==> src/nd_io_pkg.sv <==
// ##########################################################################
// Shared bus types and IOC bit map for the I/O register block
// IDB is 16 bits wide; INR, IOC load data and IOC contents use the low byte
// ALD defaults describe a version D board, straps 9, 8 and 6 fitted
// A fitted strap reads as 0, an open one as 1
// ##########################################################################
`default_nettype none

package nd_io_pkg;

   // Internal data bus
   typedef logic [15:0] idb_word_t;      // Full IDB word
   typedef logic [7:0]  idb_byte_t;      // Low half of IDB

   // ALD word fields
   typedef logic [3:0]  ald_switch_t;    // Boot switch setting
   typedef logic [2:0]  print_no_t;      // Board print version
   typedef logic [4:0]  straps_t;        // Strap 9 at MSB, strap 5 at LSB

   // General control bits of IOC
   localparam int IOC_BIT_IOC0    = 0;   // Gates level 13 with ioc3
   localparam int IOC_BIT_IOC1    = 1;   // Gates level 12 (console input)
   localparam int IOC_BIT_IOC2    = 2;   // Gates level 10 (transmitter)
   localparam int IOC_BIT_IOC3    = 3;   // Gates level 13 with ioc0

   // Panel and console bits of IOC
   localparam int IOC_BIT_GREEN_N = 4;   // Green lamp
   localparam int IOC_BIT_RED_N   = 5;   // Red lamp, also emergency clear
   localparam int IOC_BIT_SCONS_N = 6;   // Console select
   localparam int IOC_BIT_RESET   = 7;   // Stored, no output on the board

   // Default ALD field values

   // Boot from HDLC
   localparam ald_switch_t ALD_SWITCH_DEF = 4'b0101;

   // Print 3, version D
   localparam print_no_t PRINT_NO_DEF = 3'b011;

   // ECO strap set
   localparam straps_t STRAPS_DEF = 5'b00101;

   // Upper ALD bits always read high
   localparam logic [2:0] ALD_TOP_ONES = 3'b111;

endpackage

`default_nettype wire

==> src/io_sync.sv <==
// ##########################################################################
// Two flop synchronizer for inputs that are asynchronous to clk
// Delay is two clock edges; no glitch filtering on multi-bit payloads
// Both stages reset to RESET_VAL so idle levels hold during reset
// ##########################################################################
`default_nettype none

module io_sync #(
   parameter type  sig_t     = logic,  // Payload, single bit or vector
   parameter sig_t RESET_VAL = '0      // Idle value of the payload
) (
   input  logic clk,
   input  logic arst_n,
   input  sig_t d,                     // Asynchronous input
   output sig_t q                      // Synchronized to clk
);

   sig_t meta_q;                       // First stage, may go metastable

   // Each bit gets its own pair of flops
   always_ff @(posedge clk or negedge arst_n) begin
      if (!arst_n) begin
         meta_q <= RESET_VAL;
         q      <= RESET_VAL;          // Keeps active-low lines idle
      end else begin
         meta_q <= d;                  // Capture
         q      <= meta_q;             // Settle
      end
   end

endmodule

`default_nettype wire

==> src/ioc_reg.sv <==
// ##########################################################################
// IOC control register with panel lamps, console select and IRQ gates
// Load on any clk edge with sioc_n low; clear_n low wins over sioc_n
// tbmt_n and da_n must already be synchronous to clk
// Bit 7 is held but drives nothing, as on the board
// ##########################################################################
`default_nettype none

module ioc_reg (
   input  logic                 clk,
   input  logic                 arst_n,
   input  logic                 clear_n,    // Synchronous clear
   input  logic                 sioc_n,     // Write strobe
   input  nd_io_pkg::idb_byte_t ioc_d,      // Merged bus byte
   input  logic                 tbmt_n,     // UART transmitter empty
   input  logic                 da_n,       // UART data available
   output logic                 bint10_n,   // Level 10 request
   output logic                 bint12_n,   // Level 12 request
   output logic                 bint13_n,   // Level 13 request
   output logic                 console_n,
   output logic                 emcl_n,
   output logic [1:0]           io_led      // 0 red, 1 green
);

   nd_io_pkg::idb_byte_t ioc_q;             // Register contents

   logic tbmt;                              // Active-high status
   logic da;
   logic scons_n;                           // Console select bit
   logic console_io;                        // Console owns input

   // Register with clear over load
   always_ff @(posedge clk or negedge arst_n) begin
      if (!arst_n) begin
         ioc_q <= '0;
      end else if (!clear_n) begin
         ioc_q <= '0;                       // Clear takes priority
      end else if (!sioc_n) begin
         ioc_q <= ioc_d;                    // Load from bus
      end
   end

   // UART status to active high
   assign tbmt = ~tbmt_n;
   assign da   = ~da_n;

   assign scons_n    = ioc_q[nd_io_pkg::IOC_BIT_SCONS_N];
   assign console_io = scons_n & ioc_q[nd_io_pkg::IOC_BIT_IOC1];

   // Level 13 needs both general bits
   assign bint13_n = ~(ioc_q[nd_io_pkg::IOC_BIT_IOC3] & ioc_q[nd_io_pkg::IOC_BIT_IOC0]);

   // Level 10 when transmitter ready
   assign bint10_n = ~(ioc_q[nd_io_pkg::IOC_BIT_IOC2] & tbmt);

   // Level 12 on received character
   assign bint12_n = ~(console_io & da);

   // Panel and console lines
   assign console_n = scons_n;
   assign emcl_n    = ioc_q[nd_io_pkg::IOC_BIT_RED_N];      // Shares the red lamp bit
   assign io_led[0] = ioc_q[nd_io_pkg::IOC_BIT_RED_N];      // Red
   assign io_led[1] = ioc_q[nd_io_pkg::IOC_BIT_GREEN_N];    // Green

endmodule

`default_nettype wire

==> src/io_read_path.sv <==
// ##########################################################################
// Read side of the register sheet: ALD word, INR gate and bus merge
// Purely combinational; strobes are active low and synchronous to clk
// Undriven bits read as zero, sources are OR-merged like the wired bus
// Strap order on IDB 8..11 is reversed, as wired on the board
// ##########################################################################
`default_nettype none

module io_read_path #(
   parameter nd_io_pkg::ald_switch_t ALD_SWITCH = nd_io_pkg::ALD_SWITCH_DEF,
   parameter nd_io_pkg::print_no_t   PRINT_NO   = nd_io_pkg::PRINT_NO_DEF,
   parameter nd_io_pkg::straps_t     STRAPS     = nd_io_pkg::STRAPS_DEF
) (
   input  logic                 ald_en_n,   // ALD read strobe
   input  logic                 inr_en_n,   // INR read strobe
   input  logic                 cx_n,       // Synchronized CX line
   input  nd_io_pkg::idb_byte_t inr,        // Synchronized INR
   input  nd_io_pkg::idb_byte_t idb_in,     // Byte driven by the CPU
   output nd_io_pkg::idb_word_t idb_out,    // Merged read data
   output nd_io_pkg::idb_byte_t ioc_d       // IOC load data
);

   nd_io_pkg::idb_word_t ald_word;          // Full ALD word
   nd_io_pkg::idb_word_t ald_bus;           // Gated ALD
   nd_io_pkg::idb_byte_t inr_bus;           // Gated INR

   // ALD word assembly, MSB first
   assign ald_word = {
      nd_io_pkg::ALD_TOP_ONES,              // Bits 15..13
      STRAPS[0],                            // Bit 12, strap 5
      STRAPS[1],                            // Bit 11, strap 6
      STRAPS[2],                            // Bit 10, strap 7
      STRAPS[3],                            // Bit 9, strap 8
      STRAPS[4],                            // Bit 8, strap 9
      cx_n,                                 // Bit 7
      PRINT_NO,                             // Bits 6..4
      ALD_SWITCH                            // Bits 3..0
   };

   // Source gates
   assign ald_bus = ald_en_n ? '0 : ald_word;
   assign inr_bus = inr_en_n ? '0 : inr;    // Low byte only

   // Wired-OR bus, INR shares the low byte with ALD
   assign idb_out = ald_bus | {8'h00, inr_bus};

   // Register sees whatever is on the low byte
   assign ioc_d = idb_in | idb_out[7:0];

endmodule

`default_nettype wire

==> src/io_reg_top.sv <==
// ##########################################################################
// I/O register sheet top: input synchronizers, IOC register, read path
// tbmt_n, da_n, cx_n and inr are asynchronous and take 2 clk edges
// Strobes sioc_n, clear_n, traald_n and rinr_n must be synchronous to clk
// No back-pressure; every cycle is accepted
// ##########################################################################
`default_nettype none

module io_reg_top #(
   parameter nd_io_pkg::ald_switch_t ALD_SWITCH = nd_io_pkg::ALD_SWITCH_DEF,
   parameter nd_io_pkg::print_no_t   PRINT_NO   = nd_io_pkg::PRINT_NO_DEF,
   parameter nd_io_pkg::straps_t     STRAPS     = nd_io_pkg::STRAPS_DEF
) (
   input  logic                 clk,
   input  logic                 arst_n,
   input  logic                 clear_n,    // IOC clear
   input  logic                 sioc_n,     // IOC write
   input  logic                 traald_n,   // ALD read
   input  logic                 rinr_n,     // INR read
   input  logic                 cx_n,       // Async
   input  logic                 da_n,       // Async, UART
   input  logic                 tbmt_n,     // Async, UART
   input  nd_io_pkg::idb_byte_t inr,        // Async input register data
   input  nd_io_pkg::idb_byte_t idb_in,
   output nd_io_pkg::idb_word_t idb_out,
   output logic                 bint10_n,
   output logic                 bint12_n,
   output logic                 bint13_n,
   output logic                 console_n,
   output logic                 emcl_n,
   output logic [1:0]           io_led      // 0 red, 1 green
);

   logic                 cx_n_s;            // Synchronized status
   logic                 da_n_s;
   logic                 tbmt_n_s;
   nd_io_pkg::idb_byte_t inr_s;             // Synchronized INR
   nd_io_pkg::idb_byte_t ioc_d;             // Bus byte to IOC

   // Status lines idle high
   io_sync #(
      .sig_t     (logic [2:0]),
      .RESET_VAL (3'b111)
   ) u_status_sync (
      .clk    (clk),
      .arst_n (arst_n),
      .d      ({cx_n, da_n, tbmt_n}),
      .q      ({cx_n_s, da_n_s, tbmt_n_s})
   );

   // INR idles at zero
   io_sync #(
      .sig_t     (nd_io_pkg::idb_byte_t),
      .RESET_VAL ('0)
   ) u_inr_sync (
      .clk    (clk),
      .arst_n (arst_n),
      .d      (inr),
      .q      (inr_s)
   );

   io_read_path #(
      .ALD_SWITCH (ALD_SWITCH),
      .PRINT_NO   (PRINT_NO),
      .STRAPS     (STRAPS)
   ) u_read_path (
      .ald_en_n (traald_n),
      .inr_en_n (rinr_n),
      .cx_n     (cx_n_s),
      .inr      (inr_s),
      .idb_in   (idb_in),
      .idb_out  (idb_out),
      .ioc_d    (ioc_d)                     // Feeds back into the register
   );

   ioc_reg u_ioc_reg (
      .clk       (clk),
      .arst_n    (arst_n),
      .clear_n   (clear_n),
      .sioc_n    (sioc_n),
      .ioc_d     (ioc_d),
      .tbmt_n    (tbmt_n_s),
      .da_n      (da_n_s),
      .bint10_n  (bint10_n),
      .bint12_n  (bint12_n),
      .bint13_n  (bint13_n),
      .console_n (console_n),
      .emcl_n    (emcl_n),
      .io_led    (io_led)
   );

endmodule

`default_nettype wire

==> config.mk <==
export PLATFORM = sky130hd
export DESIGN_NAME = io_reg_top
export DESIGN_NICKNAME = d
export VERILOG_FILES = /design/src/nd_io_pkg.sv /design/src/io_sync.sv /design/src/ioc_reg.sv /design/src/io_read_path.sv /design/src/io_reg_top.sv
export SDC_FILE = /design/constraint.sdc
export NUM_CORES = 1
export LEC_CHECK = 0
export ABC_AREA = 1
export ABC_CLOCK_PERIOD_IN_PS = 1900
export BUFFER_PORTS_ARGS = -buffer_cell sky130_fd_sc_hd__buf_2
export CORE_MARGIN = 2
export CORE_UTILIZATION = 45
export DETAILED_ROUTE_END_ITERATION = 16
export PLACE_DENSITY = 0.77
export SLEW_MARGIN = 20
export SYNTH_ARGS = -nofsm -noshare
export SYNTH_HDL_FRONTEND = slang
export SYNTH_SLANG_ARGS = --single-unit
==> constraint.sdc <==
create_clock -name clk -period 1.9 [get_ports clk]
set_input_delay 0.38 -clock clk [delete_from_list [all_inputs] [get_ports clk]]
set_output_delay 0.38 -clock clk [all_outputs]
set_load 0.05 [all_outputs]
==> run metrics <==
DRC=0; Worst Hold Class=in -> async; Tcrit/Tclk final=83.8%; Ports=48; initial DRC count=1; hold_buf cts=0; # port buffers=43; utilization after layout=57.5%; vias per cell=4.40; CTS H-tree depth=2; Synth Area in Compound Gates=3.06%; mux cell area share after synthesis=0%; R2R Path Start=u_inr_sync.q[2]; max_cap viols=0; R2R Setup Slk=1.14 ns; fin. max-slew vios=0; CTS buffer count=5; Sum Neg Setup Slack=0 ns; Arr. time, crit path=1.21 ns; GRT Util Overall=14.9%; RSZ-0062 raised after global routing=false; Worst-Margin Slew=0.582 ns; largest net degree at the start of global routing=30; TritonCTS clock tree=built; HPWL Detailed=1410 um; Post-CTS Setup Repair Bufs=0; Synth Area in Simple Gates=16.0%; die width=52.6 um; DRT Wirelength=1760 um; Post-DRT Antenna Nets=0; largest family of logic cells by synthesized area=simple AND/OR/NAND/NOR gates; Site Rows=17; Crit Path Max Fanout=1; CTS Root Cell=clkbuf_4; fraction of layout cells with a size suffix above 1=42.0%; Cell Pwr Density=918 mW/mm^2; Syn Area/Cell=11.0 sq um; total gr overflow=0; RR Endpoint=u_ioc_reg.ioc_q[2]; xor/xnor cell area share of the yosys netlist=0%; GP Congestion=0.700; CP Cell Sequence=a22o_2 > buf_2; R2R cell count=4; kind of critical path=reg -> out; minimum clock period=1.59 ns; initial antenna violation count=0; routed len/inst=10.6 um; leak pwr=0.723 nW; post-synthesis adder-cell area fraction=0%; Crit path max-delay family=flip-flops; Sink Count=29; vias in the first global route=757; Initial Util=47.6%; Layout area overhead=20.8%; status=finished clean; Seq/Total Area, Yosys=68.9%; Pre-Repair DR Iteration Count=2; Hold Fails Final Rpt=0; Netlist cell types=14; register clock-pin slew on the reported worst setup and hold paths=0.08 ns; post-synthesis instance area=0.00106 sq mm; f_max=0.628 GHz; vias=731; CTS resizes=0; Worst Path Buf+Inv=1; Setup crit start kind=register; Setup Skew=0.00483 ns; Final Setup Violations=0; Slowest cell on crit path=dfstp_2; synthesized flop and latch total=29; first-pass GRT wire length=2900 um; Hold WS=0.0624 ns; Core Area=0.00223 sq mm; Die H=52.6 um; Clk Latency, worst-skew pair=0.31 ns; Antenna diodes=0; die area=0.00277 sq mm; CP max stage delay=0.52 ns; yosys warns=0; Worst EP required=1.52 ns; Setup crit end kind=primary output; Slew HR=61.2%; CTS max path bufs=2; synthesized instance count=97; peak supply drop=0.649 mV; Final #Nets=164
## kinds of logic after synthesis
logic type	Yosys count
buffers and inverters	22
other	1
AO/OA/AOI/OAI	4
AND/OR/NAND/NOR	41
flip-flops	29
## cells in the final DEF (no fill, tap or decap)
cell type and count:
a22o_2 1, dfstp_2 6, nor2_1 3, o21bai_1 3, nand2_1 32, conb_1 3
inv_2 1, clkbuf_4 5, nand3b_1 1, clkinv_2 1, nor2_4 1, buf_2 43
inv_1 11, nand3_1 4, dfrtp_1 23
## Yosys cell counts
cell / count / share of area, %
nor2_1: 3 / 1.1
conb_1: 1 / 0.35
inv_2: 1 / 0.35
o21bai_1: 3 / 2.1
inv_1: 11 / 3.9
nor2_4: 1 / 1.1
nand3b_1: 1 / 0.71
dfstp_2: 6 / 15
buf_4: 9 / 6.4
a22o_2: 1 / 0.94
dfrtp_1: 23 / 54
buf_6: 1 / 1.1
nand3_1: 4 / 1.9
nand2_1: 32 / 11
## stage by stage
step	setup slack, ns	total power, W	area [sq um]	instances
finish	0.308	0.00118	1280	166
global route	0.265	0.00125	1280	166
CTS	0.308	0.00119	1280	166
detailed placement	0.420	0.000887	1240	160
global placement	0.460	0.000880	1240	160
floorplan	0.253	0.000834	1070	99
## worst max path at each step
stage / start / to / slack (ns) / cells after the start
floorplan: traald_n / idb_out[7] / 0.25 / 3
global placement: traald_n / idb_out[7] / 0.46 / 4
detailed placement: traald_n / idb_out[7] / 0.42 / 4
CTS: u_status_sync.q[2] / idb_out[7] / 0.31 / 2
global route: u_status_sync.q[1] / bint12_n / 0.26 / 2
finish: u_status_sync.q[2] / idb_out[7] / 0.31 / 2
## sequential cells by signal, indices dropped and copies added (netlist names)
register and cells:
u_inr_sync.meta_q 8, u_inr_sync.q 8, u_ioc_reg.ioc_q 7, u_status_sync.meta_q 3, u_status_sync.q 3
## layout make-up
| class | count | area [sq um] |
|---|---|---|
| inverter | 12 | 45.0 |
| clock buffer | 5 | 37.5 |
| timing repair buffer | 43 | 215 |
| fill | 199 | 948 |
| clock inverter | 1 | 5.00 |
| tap | 28 | 35.0 |
| sequential | 29 | 733 |
| multi-input combinational | 48 | 214 |
## report_power, final
part           total [W]  internal (W)  leakage, nW  switching (W)
Sequential      0.000669      0.000656        0.340      0.0000128
Clock           0.000306      0.000128       0.0269       0.000179
Combinational   0.000204     0.0000489        0.356       0.000155
## metal layers
metal  GRT usage, %  share of wire (%)  up-vias
li1               -                  -      361
met1           14.0                 35      343
met2           28.1                 57       23
met3           6.57                6.3        4
met4           5.13                1.6        0
met5              0                  0        -
No activity file was read; power rests on OpenSTA's default activity.
